### src/design/frame_macros.svh
`ifndef FRAME_MACROS_SVH
`define FRAME_MACROS_SVH

//////////////////////////////////////////////////////////////////////
// Fixed header field values
//////////////////////////////////////////////////////////////////////

`define FRAME_ETHERTYPE_IPV4    16'h0800
`define FRAME_IPV4_VER_IHL      8'h45
`define FRAME_IPV4_DSCP         8'h00
`define FRAME_IPV4_TTL          8'h80
`define FRAME_IPV4_PROTO_UDP    8'h11

//////////////////////////////////////////////////////////////////////
// Section lengths
//////////////////////////////////////////////////////////////////////

`define FRAME_ETH_HDR_BYTES     14
`define FRAME_IPV4_HDR_BYTES    20
`define FRAME_UDP_HDR_BYTES     8

// Added to the payload size
`define FRAME_IPV4_LEN_ADD      28
`define FRAME_UDP_LEN_ADD       8

// Body padded up to this for a 60 byte frame
`define FRAME_MIN_BODY_BYTES    18
`define FRAME_CSUM_WORDS        10

`endif

### src/design/frame_pkg.sv
package frame_pkg;

    //////////////////////////////////////////////////////////////////////
    // Field widths
    //////////////////////////////////////////////////////////////////////

    typedef logic [7:0]  byte_t;
    typedef logic [47:0] mac_addr_t;
    typedef logic [31:0] ipv4_addr_t;

    // Ports, identification, flags, UDP checksum
    typedef logic [15:0] word16_t;

    typedef logic [15:0] len_t;
    typedef logic [15:0] csum_t;
    typedef logic [15:0] buf_addr_t;

    //////////////////////////////////////////////////////////////////////
    // Sequencer states
    //////////////////////////////////////////////////////////////////////

    typedef enum logic [2:0] {
        S_IDLE,
        S_ETH_HEADER,
        S_IPV4_HEADER,
        S_UDP_HEADER,
        // Payload and padding from the streamer
        S_BODY
    } frame_state_t;

endpackage

### src/design/frame_request_latch.sv
`timescale 1ns/1ps
`include "frame_macros.svh"

module frame_request_latch (
    input  logic                    clock,
    input  logic                    reset_n,
    input  logic                    accept,
    input  frame_pkg::mac_addr_t    mac_destination,
    input  frame_pkg::mac_addr_t    mac_source,
    input  frame_pkg::ipv4_addr_t   ipv4_source,
    input  frame_pkg::ipv4_addr_t   ipv4_destination,
    input  frame_pkg::word16_t      ipv4_identification,
    input  frame_pkg::word16_t      ipv4_flags,
    input  frame_pkg::word16_t      udp_source,
    input  frame_pkg::word16_t      udp_destination,
    input  frame_pkg::word16_t      udp_checksum,
    input  frame_pkg::len_t         payload_size,
    output frame_pkg::mac_addr_t    saved_mac_destination,
    output frame_pkg::mac_addr_t    saved_mac_source,
    output frame_pkg::ipv4_addr_t   saved_ipv4_source,
    output frame_pkg::ipv4_addr_t   saved_ipv4_destination,
    output frame_pkg::word16_t      saved_ipv4_identification,
    output frame_pkg::word16_t      saved_ipv4_flags,
    output frame_pkg::word16_t      saved_udp_source,
    output frame_pkg::word16_t      saved_udp_destination,
    output frame_pkg::word16_t      saved_udp_checksum,
    output frame_pkg::len_t         ipv4_total_length,
    output frame_pkg::len_t         udp_length,
    output frame_pkg::len_t         payload_length
);
    import frame_pkg::*;

    always_ff @(posedge clock) begin
        if (!reset_n) begin
            saved_mac_destination     <= '0;
            saved_mac_source          <= '0;
            saved_ipv4_source         <= '0;
            saved_ipv4_destination    <= '0;
            saved_ipv4_identification <= '0;
            saved_ipv4_flags          <= '0;
            saved_udp_source          <= '0;
            saved_udp_destination     <= '0;
            saved_udp_checksum        <= '0;
            ipv4_total_length         <= '0;
            udp_length                <= '0;
            payload_length            <= '0;
        end else if (accept) begin
            saved_mac_destination     <= mac_destination;
            saved_mac_source          <= mac_source;
            saved_ipv4_source         <= ipv4_source;
            saved_ipv4_destination    <= ipv4_destination;
            saved_ipv4_identification <= ipv4_identification;
            saved_ipv4_flags          <= ipv4_flags;
            saved_udp_source          <= udp_source;
            saved_udp_destination     <= udp_destination;
            saved_udp_checksum        <= udp_checksum;
            // Derived lengths computed once per frame
            ipv4_total_length         <= payload_size + len_t'(`FRAME_IPV4_LEN_ADD);
            udp_length                <= payload_size + len_t'(`FRAME_UDP_LEN_ADD);
            payload_length            <= payload_size;
        end
    end

endmodule

### src/design/ipv4_header_checksum.sv
`timescale 1ns/1ps
`include "frame_macros.svh"

module ipv4_header_checksum (
    input  logic                    clock,
    input  logic                    reset_n,
    input  logic                    accept,
    input  frame_pkg::word16_t      saved_ipv4_identification,
    input  frame_pkg::word16_t      saved_ipv4_flags,
    input  frame_pkg::ipv4_addr_t   saved_ipv4_source,
    input  frame_pkg::ipv4_addr_t   saved_ipv4_destination,
    input  frame_pkg::len_t         ipv4_total_length,
    output frame_pkg::csum_t        checksum,
    output logic                    checksum_valid
);
    import frame_pkg::*;

    logic [3:0]  word_index;
    logic        busy;
    word16_t     header_word;
    csum_t       sum;
    logic [16:0] sum_carry;

    // Header words in wire order
    always_comb begin
        case (word_index)
            4'd0:    header_word = {`FRAME_IPV4_VER_IHL, `FRAME_IPV4_DSCP};
            4'd1:    header_word = ipv4_total_length;
            4'd2:    header_word = saved_ipv4_identification;
            4'd3:    header_word = saved_ipv4_flags;
            4'd4:    header_word = {`FRAME_IPV4_TTL, `FRAME_IPV4_PROTO_UDP};
            4'd6:    header_word = saved_ipv4_source[31:16];
            4'd7:    header_word = saved_ipv4_source[15:0];
            4'd8:    header_word = saved_ipv4_destination[31:16];
            4'd9:    header_word = saved_ipv4_destination[15:0];
            // Word 5 is the checksum field and sums as zero
            default: header_word = '0;
        endcase
    end

    assign sum_carry = {1'b0, sum} + {1'b0, header_word};

    always_ff @(posedge clock) begin
        if (!reset_n) begin
            word_index     <= '0;
            busy           <= 1'b0;
            checksum_valid <= 1'b0;
        end else if (accept) begin
            word_index     <= '0;
            busy           <= 1'b1;
            checksum_valid <= 1'b0;
        end else if (busy) begin
            word_index <= word_index + 4'd1;
            if (word_index == 4'(`FRAME_CSUM_WORDS - 1)) begin
                busy           <= 1'b0;
                checksum_valid <= 1'b1;
            end
        end
    end

    // End-around carry folded in at every step
    always_ff @(posedge clock) begin
        if (accept) begin
            sum <= '0;
        end else if (busy) begin
            sum <= sum_carry[15:0] + csum_t'(sum_carry[16]);
        end
    end

    assign checksum = ~sum;

endmodule

### src/design/frame_sequencer.sv
`timescale 1ns/1ps
`include "frame_macros.svh"

module frame_sequencer (
    input  logic                    clock,
    input  logic                    reset_n,
    input  logic                    start,
    input  frame_pkg::mac_addr_t    saved_mac_destination,
    input  frame_pkg::mac_addr_t    saved_mac_source,
    input  frame_pkg::ipv4_addr_t   saved_ipv4_source,
    input  frame_pkg::ipv4_addr_t   saved_ipv4_destination,
    input  frame_pkg::word16_t      saved_ipv4_identification,
    input  frame_pkg::word16_t      saved_ipv4_flags,
    input  frame_pkg::word16_t      saved_udp_source,
    input  frame_pkg::word16_t      saved_udp_destination,
    input  frame_pkg::word16_t      saved_udp_checksum,
    input  frame_pkg::len_t         ipv4_total_length,
    input  frame_pkg::len_t         udp_length,
    input  frame_pkg::csum_t        checksum,
    input  logic                    checksum_valid,
    input  frame_pkg::byte_t        body_data,
    input  logic                    body_last,
    output logic                    ready,
    output logic                    accept,
    output logic                    body_start,
    output frame_pkg::byte_t        frame_data,
    output logic                    frame_valid,
    output logic                    frame_last
);
    import frame_pkg::*;

    // Offset of the checksum within the IPv4 header
    localparam logic [4:0] CSUM_BYTE = 5'd10;

    frame_state_t state;
    logic [4:0]   byte_index;
    byte_t        header_byte;

    logic [`FRAME_ETH_HDR_BYTES*8-1:0]  eth_header;
    logic [`FRAME_IPV4_HDR_BYTES*8-1:0] ipv4_header;
    logic [`FRAME_UDP_HDR_BYTES*8-1:0]  udp_header;

    assign eth_header  = {saved_mac_destination, saved_mac_source, `FRAME_ETHERTYPE_IPV4};
    assign ipv4_header = {`FRAME_IPV4_VER_IHL, `FRAME_IPV4_DSCP, ipv4_total_length,
                          saved_ipv4_identification, saved_ipv4_flags,
                          `FRAME_IPV4_TTL, `FRAME_IPV4_PROTO_UDP, checksum,
                          saved_ipv4_source, saved_ipv4_destination};
    assign udp_header  = {saved_udp_source, saved_udp_destination, udp_length,
                          saved_udp_checksum};

    // MSB first within each section
    always_comb begin
        case (state)
            S_ETH_HEADER:  header_byte = eth_header[(`FRAME_ETH_HDR_BYTES - 1 - byte_index)*8 +: 8];
            S_IPV4_HEADER: header_byte = ipv4_header[(`FRAME_IPV4_HDR_BYTES - 1 - byte_index)*8 +: 8];
            S_UDP_HEADER:  header_byte = udp_header[(`FRAME_UDP_HDR_BYTES - 1 - byte_index)*8 +: 8];
            default:       header_byte = '0;
        endcase
    end

    always_ff @(posedge clock) begin
        frame_data <= (state == S_BODY) ? body_data : header_byte;
    end

    always_ff @(posedge clock) begin
        if (!reset_n) begin
            state       <= S_IDLE;
            byte_index  <= '0;
            ready       <= 1'b0;
            accept      <= 1'b0;
            body_start  <= 1'b0;
            frame_valid <= 1'b0;
            frame_last  <= 1'b0;
        end else begin
            accept      <= 1'b0;
            body_start  <= 1'b0;
            frame_valid <= 1'b0;
            frame_last  <= 1'b0;
            case (state)
                S_IDLE: begin
                    ready <= 1'b1;
                    // One cycle for the latch to capture the request
                    if (accept) begin
                        ready      <= 1'b0;
                        byte_index <= '0;
                        state      <= S_ETH_HEADER;
                    end else if (start && ready) begin
                        ready  <= 1'b0;
                        accept <= 1'b1;
                    end
                end
                S_ETH_HEADER: begin
                    frame_valid <= 1'b1;
                    byte_index  <= byte_index + 5'd1;
                    if (byte_index == 5'(`FRAME_ETH_HDR_BYTES - 1)) begin
                        byte_index <= '0;
                        state      <= S_IPV4_HEADER;
                    end
                end
                S_IPV4_HEADER: begin
                    if (byte_index != CSUM_BYTE || checksum_valid) begin
                        frame_valid <= 1'b1;
                        byte_index  <= byte_index + 5'd1;
                        if (byte_index == 5'(`FRAME_IPV4_HDR_BYTES - 1)) begin
                            byte_index <= '0;
                            state      <= S_UDP_HEADER;
                        end
                    end
                end
                S_UDP_HEADER: begin
                    frame_valid <= 1'b1;
                    byte_index  <= byte_index + 5'd1;
                    // Streamer needs two cycles of lead
                    if (byte_index == 5'(`FRAME_UDP_HDR_BYTES - 3)) begin
                        body_start <= 1'b1;
                    end
                    if (byte_index == 5'(`FRAME_UDP_HDR_BYTES - 1)) begin
                        byte_index <= '0;
                        state      <= S_BODY;
                    end
                end
                S_BODY: begin
                    frame_valid <= 1'b1;
                    frame_last  <= body_last;
                    if (body_last) begin
                        state <= S_IDLE;
                    end
                end
                default: state <= S_IDLE;
            endcase
        end
    end

endmodule

### src/design/payload_streamer.sv
`timescale 1ns/1ps
`include "frame_macros.svh"

module payload_streamer (
    input  logic                    clock,
    input  logic                    reset_n,
    input  logic                    body_start,
    input  frame_pkg::len_t         payload_length,
    input  frame_pkg::byte_t        buffer_data,
    output frame_pkg::buf_addr_t    buffer_address,
    output frame_pkg::byte_t        body_data,
    output logic                    body_last
);
    import frame_pkg::*;

    logic active;
    len_t body_count;
    len_t next_count;
    len_t last_index;
    // Aligned with buffer_data
    logic pad_d;
    logic last_d;

    assign next_count = body_count + len_t'(1);
    assign last_index = (payload_length > len_t'(`FRAME_MIN_BODY_BYTES)) ?
                        payload_length - len_t'(1) : len_t'(`FRAME_MIN_BODY_BYTES - 1);

    always_ff @(posedge clock) begin
        if (!reset_n) begin
            active         <= 1'b0;
            body_count     <= '0;
            buffer_address <= '0;
            pad_d          <= 1'b0;
            last_d         <= 1'b0;
        end else begin
            pad_d  <= (body_count >= payload_length);
            last_d <= active && (body_count == last_index);
            if (body_start) begin
                active         <= 1'b1;
                body_count     <= '0;
                buffer_address <= '0;
            end else if (active) begin
                body_count     <= next_count;
                buffer_address <= (next_count < payload_length) ? buf_addr_t'(next_count) : '0;
                if (body_count == last_index) begin
                    active     <= 1'b0;
                    body_count <= '0;
                end
            end
        end
    end

    assign body_data = pad_d ? '0 : buffer_data;
    assign body_last = last_d;

endmodule

### src/design/udp_frame_generator.sv
`timescale 1ns/1ps

module udp_frame_generator (
    input  logic                    clock,
    input  logic                    reset_n,
    input  logic                    start,
    input  frame_pkg::mac_addr_t    mac_destination,
    input  frame_pkg::mac_addr_t    mac_source,
    input  frame_pkg::ipv4_addr_t   ipv4_source,
    input  frame_pkg::ipv4_addr_t   ipv4_destination,
    input  frame_pkg::word16_t      ipv4_identification,
    input  frame_pkg::word16_t      ipv4_flags,
    input  frame_pkg::word16_t      udp_source,
    input  frame_pkg::word16_t      udp_destination,
    input  frame_pkg::word16_t      udp_checksum,
    input  frame_pkg::len_t         payload_size,
    input  frame_pkg::byte_t        buffer_data,
    output logic                    ready,
    output frame_pkg::byte_t        frame_data,
    output logic                    frame_valid,
    output logic                    frame_last,
    output frame_pkg::buf_addr_t    buffer_address
);
    import frame_pkg::*;

    logic       accept;
    logic       body_start;

    // Request held for the frame
    mac_addr_t  saved_mac_destination;
    mac_addr_t  saved_mac_source;
    ipv4_addr_t saved_ipv4_source;
    ipv4_addr_t saved_ipv4_destination;
    word16_t    saved_ipv4_identification;
    word16_t    saved_ipv4_flags;
    word16_t    saved_udp_source;
    word16_t    saved_udp_destination;
    word16_t    saved_udp_checksum;
    len_t       ipv4_total_length;
    len_t       udp_length;
    len_t       payload_length;

    csum_t      checksum;
    logic       checksum_valid;

    byte_t      body_data;
    logic       body_last;

    //////////////////////////////////////////////////////////////////////
    // Blocks
    //////////////////////////////////////////////////////////////////////

    frame_request_latch u_request_latch (
        .*
    );

    ipv4_header_checksum u_header_checksum (
        .*
    );

    frame_sequencer u_sequencer (
        .*
    );

    payload_streamer u_payload_streamer (
        .*
    );

endmodule

### config.mk
export PLATFORM = sky130hd
export DESIGN_NAME = udp_frame_generator
export DESIGN_NICKNAME = d
export VERILOG_FILES = /design/src/design/frame_pkg.sv /design/src/design/frame_request_latch.sv /design/src/design/ipv4_header_checksum.sv /design/src/design/frame_sequencer.sv /design/src/design/payload_streamer.sv /design/src/design/udp_frame_generator.sv
export VERILOG_INCLUDE_DIRS = /design/src /design/src/design
export SDC_FILE = /design/constraint.sdc
export NUM_CORES = 1
export LEC_CHECK = 0
export ABC_AREA = 1
export BUFFER_PORTS_ARGS = -buffer_cell sky130_fd_sc_hd__buf_2
export CAP_MARGIN = 25
export CORE_MARGIN = 2
export CORE_UTILIZATION = 44
export DETAILED_ROUTE_END_ITERATION = 10
export GPL_TIMING_DRIVEN = 0
export PLACE_DENSITY = 0.69
export SYNTH_ARGS = -nofsm -noshare
export SYNTH_HDL_FRONTEND = slang
export SYNTH_SLANG_ARGS = --single-unit
### constraint.sdc
create_clock -name clock -period 5.51 [get_ports clock]
set_clock_uncertainty 0.15 [all_clocks]
set_input_delay 0.551 -clock clock [delete_from_list [all_inputs] [get_ports clock]]
set_output_delay 0.551 -clock clock [all_outputs]
set_load 0.05 [all_outputs]
---- After elaboration in Yosys (flattened, before gate mapping) ----
Cells that the tools add are included.
word-level totals
  register bits ........................... 366
  bits in latches ......................... 0
  RAM bits ................................ 0
  memory bits (read-only) ................. 0
  output and inout bits ................... 27
  logic and storage cells ................. 120
  memories kept ........................... 0
operators by class
  $add $sub $neg .......................... 11
  $mul .................................... 0
  divide/modulo/power cells ............... 0
  $lt $le $gt $ge ......................... 3
  equal/unequal tests ..................... 24
  shifts and indexed selects .............. 3
  multiplexer cells ....................... 32
  bitwise logic cells ..................... 3
  reduce and logical (&&, ||, !) cells .... 15
operators with widths
  cell                                                            count
  variable part select 160 x 33 -> 8 bit                          1
  case mux 16 bit (9 select lines)                                1
  variable part select 112 x 33 -> 8 bit                          1
  variable part select 64 x 33 -> 8 bit                           1
  2-to-1 mux 16 bit                                               3
  2-to-1 mux 5 bit                                                5
  case mux 8 bit (3 select lines)                                 1
  case mux 5 bit (4 select lines)                                 1
  2-to-1 mux 3 bit                                                6
  adder 16 x 16 -> 17 bit                                         1
  adder 16 x 1 -> 16 bit                                          1
  adder 16 x 1 -> 16 bit, second input constant                   1
  adder 16 x 4 -> 16 bit, second input constant                   1
  adder 16 x 5 -> 16 bit, second input constant                   1
  == test 16 bit                                                  1
  greater-or-equal comparator 16 bit                              1
  greater-than comparator 16 x 5 -> 1 bit, second input constant  1
  less-than comparator 16 bit                                     1
  2-to-1 mux 8 bit                                                2
  NOT 16 bit                                                      1
  subtractor 16 x 1 -> 16 bit, second input constant              1
  case mux 3 bit (5 select lines)                                 1
  == test 4 x 3 -> 1 bit, second input constant                   3
  inequality test 2 x 1 -> 1 bit, second input constant           6
  other kinds (28)                                                48

---- Depth between registers and ports, before layout ----
Gate-level depths: netlist of the first run.
  word-level depth ........................ 6
  gate-level depth with buffers ........... 31
  mapped depth without buffers ............ 30

---- Cells and area by module ----
Synthesis of the first run repeated with hierarchy kept, for this count alone.
second synthesis, totals
  cell total of the unflattened synthesis .. 3177
  area total of the unflattened synthesis .. 21035.2 µm²
modules (own cells, without submodules)
  module                times used  cells an instance  area each (µm²)
  frame_request_latch   1           1341               10226.1
  frame_sequencer       1           782                4192.8
  payload_streamer      1           527                3439.5
  ipv4_header_checksum  1           527                3176.8

---- Least setup slack after synthesis of the first run ----
No wires, ideal clock.
  path type ............................... register -> register
  start ................................... register u_header_checksum.word_index[0]
  end ..................................... register u_header_checksum.sum[8]
  library setup time ...................... 0.113 ns
  data arrival time ....................... 3.744 ns
  data required time ...................... 5.247 ns
  setup slack ............................. 1.503 ns
  stages on the path, launching flop included .. 29
  path buffers ............................ 1
  cell sequence ........................... dfxtp_1 > inv_1 > ha_1 > inv_1 > nor2_1 > inv_1 > clkbuf_1 > o22ai_1 > nor3_1 > o221ai_1 > ha_1 > fa_1 > nand2_1 > nand3_2 > nand3_1 > nand2_1 > a21oi_1 > o21bai_1 > ha_1 > ha_1 > inv_1 > nor2_1 > nand2_1 > nor2_1 > nand2_1 > nor3_2 > xor2_1 > o21ai_1 > inv_1
between the ends
  longest elaborated chain between the ends .. 4
  elaborated cells between the ends (all ways) .. 12
  those cells by class .................... add/sub (2); eq/ne (8); mux (1); reduce/logical (1)
RTL lines
  element                                      RTL line                    text
  from (decl)                                  ipv4_header_checksum.sv:18  logic [3:0] word_index;
  from (signal assigned)                       ipv4_header_checksum.sv:53  word_index <= word_index + 4'd1;
  == test 4 bit, or another cell as far along  ipv4_header_checksum.sv:26  case (word_index)
  case mux 16 bit (9 select lines) (*)         ipv4_header_checksum.sv:26
  adder 16 x 16 -> 17 bit (*)                  ipv4_header_checksum.sv:41  assign sum_carry = {1'b0, sum} + {1'b0, header_word};
  adder 16 x 1 -> 16 bit (*)                   ipv4_header_checksum.sv:66  sum <= sum_carry[15:0] + csum_t'(sum_carry[16]);
  to (signal assigned)                         ipv4_header_checksum.sv:66
  to (decl)                                    ipv4_header_checksum.sv:21  csum_t sum;
Mark *: on every way between the ends. The rest lies on a longest branch, timed or not.
A chain may end at the register's enable or synchronous reset.

---- Worst setup path after layout of the first run ----
  start ................................... register u_header_checksum.word_index[0]
  end ..................................... register u_header_checksum.sum[15]
The elaborated chain is that of the path after synthesis.

==> results of run 1 <==
[flip-flops by register name, indices dropped and copies added, names as in the netlist, 3 cells and up]
signal and count:
u_payload_streamer.body_count 16, u_request_latch.udp_length 13, u_sequencer.byte_index 5, u_request_latch.saved_ipv4_identification 16, u_request_latch.payload_length 16, u_sequencer.state 3, u_request_latch.saved_mac_destination 48, u_request_latch.saved_ipv4_destination 32
u_payload_streamer.buffer_address 16, u_header_checksum.word_index 4, u_request_latch.saved_udp_source 16, u_request_latch.ipv4_total_length 14, u_request_latch.saved_ipv4_flags 16, u_request_latch.saved_mac_source 48, u_request_latch.saved_udp_checksum 16, u_header_checksum.sum 16
u_request_latch.saved_ipv4_source 32, u_sequencer.frame_data 8, u_request_latch.saved_udp_destination 16
[timing repair]
item / CTS / global route
endpoints found under the hold margin: 2 / 0
pin swaps: 0 / 1
setup buffers: 0 / 1
gates resized for setup: 0 / 16
hold buffers: 2 / 0
setup endpoints to repair: 6 / 8
[kinds of logic (layout without fill, tap and decap cells)]
| family | Yosys count | in the layout |
|---|---|---|
| adder cells (fa/ha/maj) | 77 | 77 |
| AO/OA/AOI/OAI | 645 | 645 |
| flip-flops | 361 | 361 |
| AND/OR/NAND/NOR | 1198 | 1198 |
| other | 0 | 3 |
| XOR/XNOR | 36 | 36 |
| buffers and inverters | 518 | 886 |
[worst register-to-register path, delay by kind of cell, from the launching register on]
kind                       cells  cell delay [ps]
DFF                            1              350
and+or+nand+nor               16             2410
buffers and inverters          4              520
adders and majority gates      3              700
AOI/OAI and AO/OA              4              950
[metrics by stage]
step / instances / setup WS [ps] / power, W / util [%]
2_1_floorplan: 2835 / 1503 / 0.004950 / -
3_3_place_gp: 3713 / -84.86 / 0.005900 / 49.81
3_5_place_dp: 3714 / -15.54 / 0.005943 / 49.83
4_1_cts: 3787 / 151.9 / 0.008689 / 52.98
5_1_grt: 3791 / 3.352 / 0.009185 / 53.07
6_report: 3791 / 304.5 / 0.008770 / 53.07
[per-layer routing]
metal  vias to the layer above  GRT usage, %  wire length [um]
met5                         -             0                 0
met2                      1075         56.45             36180
met1                      9958         44.90             33200
met4                         0         19.83              4654
met3                       243         4.335              6239
li1                      10090             -                 -
[synthesized netlist by cell type (all sizes together)]
library cell  instances  area [sq um]
nor3b                 1         7.510
clkinv                3         11.26
nor2                155         631.9
xnor2                 1         8.760
nand2               720          2713
a221oi                4         35.03
o21a                  2         15.01
nand4                32         200.2
o2111ai               5         43.79
nor4                  4         25.02
a32o                  1         10.01
or2                   1         6.260
a22oi                 9         67.56
o21bai                1         7.510
dfxtp               361          7227
a21oi               180         942.2
clkbuf              125         469.2
o31ai                 3         22.52
nor3                 40         216.5
o21ai               280          1401
o311ai                1         8.760
o22ai                68         425.4
a41oi                 1         8.760
nand3b                3         22.52
a211oi                8         60.06
o32ai                 2         17.52
ha                   76         950.9
buf                  29         151.4
nand3               241          1279
o211ai               15         112.6
xor2                 35         321.6
and3                  1         6.260
o221ai               59         516.8
inv                 361          1355
a31oi                 6         37.54
fa                    1         20.02
[power groups by stage]
stage               Sequential, W  Clock (W)  Combinational [W]
floorplan                 0.00314          0            0.00181
global placement          0.00312          0            0.00278
detailed placement        0.00312          0            0.00282
CTS                       0.00307    0.00278            0.00284
global route              0.00310    0.00289            0.00320
finish                    0.00308    0.00277            0.00292
[cell type report]
cell class                      instances  area, sq um
Clock inverter                         14        125.1
Tap cell                              585        732.0
Multi-Input combinational cell       1956        10160
Antenna cell                            3        7.507
Sequential cell                       361         7227
Inverter                              364         1366
Buffer                                153        623.1
Clock buffer                           58         1222
Fill cell                            4398        20300
Timing Repair Buffer                  297         1501
[worst paths after layout]
kind	startpoint	endpoint	slack, ps	cells after the start
min reg2reg	u_payload_streamer.buffer_address[7]	u_payload_streamer.buffer_address[7]	310	2
max reg2reg	u_header_checksum.word_index[0]	u_header_checksum.sum[15]	300	27
max	u_header_checksum.word_index[0]	u_header_checksum.sum[15]	300	27
min	mac_source[30]	u_request_latch.saved_mac_source[30]	10	3
[placed cells by master, fill, tap and decap left out, types with 9 or more instances in the layout]
cell type / n
o211ai_1: 15
nor3_1: 37
dfxtp_1: 361
ha_1: 74
nand4_1: 32
o22ai_1: 68
o21ai_0: 276
a21oi_1: 169
xor2_1: 33
nor2_1: 139
nand3_1: 228
clkbuf_16: 43
clkbuf_8: 9
clkbuf_1: 126
nand2_1: 716
nand3_2: 12
a21oi_2: 11
o221ai_1: 59
inv_1: 355
a22oi_1: 9
nor2_2: 14
buf_1: 11
buf_2: 306
==> results.toml, run 1 <==
[synthesis]
syn_avg_cell_area_sq_um = 6.827
synth.area.mux_share_pct = 0
syn_inst = 2835
synth.cell_area_sq_um = 19350
netlist-cell-type-count = 50
yosys.area_share.simple_pct = 26.39
synth-adder-area-share_pct = 5.016
synth_top_family_by_area = "simple AND/OR/NAND/NOR gates"
synth-seq-area-share_pct = 37.34
ys_warn_count = 0
synth_nets = 3179
synth_xor_area_share_pct = 1.707
ys_ff_latch = 361
synth-compound-area-share_pct = 19.28

[critical_path]
critPathBufInv = 4
end_kind = "flop"
critPathMaxFanout = 11
crit_required_ps = 5820
crit_slowest_cell = "nor2_1"
path_delay_family = "simple AND/OR/NAND/NOR gates"
crit_path_frequent_cell = "nand2_1"
crit_path_max_incr_delay_ps = 590
critPathKind = "reg -> reg"
cp.arrival_ps = 5520
cp-start-kind = "flop"

[die]
die_area_sq_um = 45680
initial_utilization_pct = 44.73
rows = 76
die_h_um = 213.7
ios = 294
die_x_um = 213.7
core_sq_um = 43270

[global_routing]
grt_usage_pct = 34.82
grt_pass1_vias = 20450
grt_max_degree = 14
grt_pass1_wl_um = 118900
gr-total-overflow = 0
antenna_found_initial = 3

[flow_run]
drv_cap = 0

[timing]
rsz0062_at_grt = "no"
period_minus_slack_ps = 5206
final-hold-violation-count = 0
hold_ws_ps = 13.31
setup_tns_ps = 0
maxSlewHeadroom_pct = 27.96
setup_viol = 0
period_share_pct = 94.47
drv_slew = 0
max_freq_mhz = 192.1
tightest_slew_ps = 1081

[routing]
routed_wl_um = 80270
drt-initial-drc-count = 2422
drc = 0
drtAntennaViolNets = 0
wire_per_inst_um = 21.17
firstDrtPassIters = 7
vias = 21360
vias_per_cell = 5.635

[power_and_ir_drop]
power_density_nw_per_um2 = 381.9
power.internal_w = 0.005332
power_leakage_nw = 9.893
sw_frac_of_total_pct = 39.20
pwr-share-seq_pct = 35.1
switchingPower_w = 0.003438
comb_power_share_pct = 33.3
clkPwrFrac_pct = 31.6
peakVddDrop_mv = 0.2240

[placed_design]
gp_congestion = 0.9916
place_area_sq_um = 21560
port_buffers = 293
hpwl_um = 62630

[clocking]
cts_buffer_depth = 3
tritoncts = "built"
cts_sinks = 361
root_buffer = "clkbuf_16"
clk_pin_slew_ps = 70
insertion_delay_ps = 570
cts_made_buffers = 41
h-tree-depth = 2

[cells_and_area]
final_layout_size_suffix_gt1_share_pct = 13.83
final_cell_area_sq_um = 22960
area_growth_syn_to_layout_pct = 18.64
nNetsFinal = 3518

[outcome]
status = "finished, final reports clean"

[hold_path]
hp-class = "in -> reg"
(Power assumes the default switching activity.)
==> run 2, diff against run 1 <==
- CORE_MARGIN: 2 -> 5
==> results.toml, run 2 (same netlist as run 1, synthesis figures left out) <==
[critical_path]
crit_path_max_incr_delay_ps = 500
critPathKind = "reg -> reg"
r2r_slack_ps = 350
end_kind = "flop"
crit_slowest_cell = "ha_1"
crit_path_frequent_cell = "nand2_1"
crit_required_ps = 5830
cp-start-kind = "flop"
cp.arrival_ps = 5480
critPathMaxFanout = 10

[die]
rows = 76
core_sq_um = 43270
die_h_um = 219.7
die_x_um = 219.7
die_area_sq_um = 48280
ios = 294
initial_utilization_pct = 44.73

[clocking]
cts_made_buffers = 40
root_buffer = "clkbuf_16"
clk_pin_slew_ps = 60
insertion_delay_ps = 590
cts_buffer_depth = 3
h-tree-depth = 2
tritoncts = "built"
cts_sinks = 361

[timing]
final-hold-violation-count = 0
period_share_pct = 93.66
tightest_slew_ps = 1071
setup_tns_ps = 0
worst_slack_ps = 349.3
max_freq_mhz = 193.8
maxSlewHeadroom_pct = 28.62
drv_slew = 0
setup_viol = 0
period_minus_slack_ps = 5161

[global_routing]
grt_usage_pct = 32.78
gr-total-overflow = 0
antenna_found_initial = 1
grt_pass1_vias = 20810
grt_pass1_wl_um = 121100
grt_max_degree = 15

[routing]
drc = 0
vias = 21430
drtAntennaViolNets = 0
wire_per_inst_um = 21.44
vias_per_cell = 5.609
firstDrtPassIters = 8
drt-initial-drc-count = 2188
routed_wl_um = 81920

[cells_and_area]
filler_cell_count = 4268
nNetsFinal = 3547
final_layout_size_suffix_gt1_share_pct = 14.16
mostFrequentLayoutCells = "716 x nand2_1, 361 x dfxtp_1, 355 x inv_1"
final_common_cell = "nand2_1"
area_growth_syn_to_layout_pct = 20.91
final_cell_area_sq_um = 23400
reg_top3 = "u_request_latch.saved_mac_destination (48), u_request_latch.saved_mac_source (48)"
final_util_pct = 54.09

[power_and_ir_drop]
p_total_w = 0.008974
peakVddDrop_mv = 0.2411
pwr-share-seq_pct = 34.3
sw_frac_of_total_pct = 38.31
clkPwrFrac_pct = 33.0
comb_power_share_pct = 32.7
power.internal_w = 0.005536
switchingPower_w = 0.003438
power_density_nw_per_um2 = 383.5
power_leakage_nw = 10.10

[flow_run]
drv_cap = 0

[placed_design]
hpwl_um = 64190
dp_slack_ps = -198.7
place_area_sq_um = 21560
port_buffers = 293
gp_congestion = 1.038

[hold_path]
hp-class = "in -> reg"

[outcome]
status = "finished, final reports clean"
==> run 2: timing repair <==
action,4_1_cts,5_1_grt
hold endpoints to repair,29,0
setup buffers,0,2
hold buffers,29,0
setup endpoints to repair,8,11
pin swaps,0,3
gates resized for setup,0,22
==> run 2: cell type report <==
class	count	area, sq um	area share [%]
antenna	1	2.502	0.01069
buffer	153	623.1	2.663
clock buffer	53	1170	4.999
clock inverter	20	296.5	1.267
inverter	364	1366	5.839
multi-input combinational	1956	10190	43.53
sequential	361	7227	30.88
tap	585	732.0	3.128
timing repair buffer	327	1798	7.683
==> run 2: critical path: cells and delay by family, from the launching register on <==
kind | cells | cell delay [ps]
AND/OR/NAND/NOR | 14 | 1540
AO/OA/AOI/OAI | 5 | 1180
adder cells (fa/ha/maj) | 4 | 1050
buffers and inverters | 6 | 750
flip-flops | 1 | 350
==> run 2: per-layer routing <==
| layer | global-route usage (%) | vias up | share of wire [%] |
|---|---|---|---|
| li1 | - | 10160 | - |
| met1 | 42.25 | 10020 | 42 |
| met2 | 53.87 | 1022 | 45 |
| met3 | 4.094 | 223 | 6.8 |
| met4 | 17.14 | 0 | 5.8 |
| met5 | 0 | - | 0 |
==> run 2: final timing paths <==
path | start | endpoint | depth (start not counted)
hold reg to reg | u_payload_streamer.buffer_address[9] | u_payload_streamer.buffer_address[9] | 2
setup / recovery | u_header_checksum.word_index[1] | u_header_checksum.sum[10] | 29
hold / removal | ipv4_destination[21] | u_request_latch.saved_ipv4_destination[21] | 3
setup reg to reg | u_header_checksum.word_index[1] | u_header_checksum.sum[10] | 29
==> run 2: power by group through the flow <==
stage	Sequential (W)	Combinational (W)	Clock, W
floorplan	0.00314	0.00181	0
CTS	0.00307	0.00284	0.00298
finish	0.00307	0.00294	0.00296
global placement	0.00312	0.00278	0
detailed placement	0.00313	0.00281	0
global route	0.00310	0.00321	0.00310
==> run 2: per-stage QoR <==
step,hold WS (ps),std cells
5_1_grt,11.78,3820
2_1_floorplan,261.9,2835
3_5_place_dp,306.0,3714
3_3_place_gp,301.1,3713
4_1_cts,0.1980,3815
6_report,12.81,3820
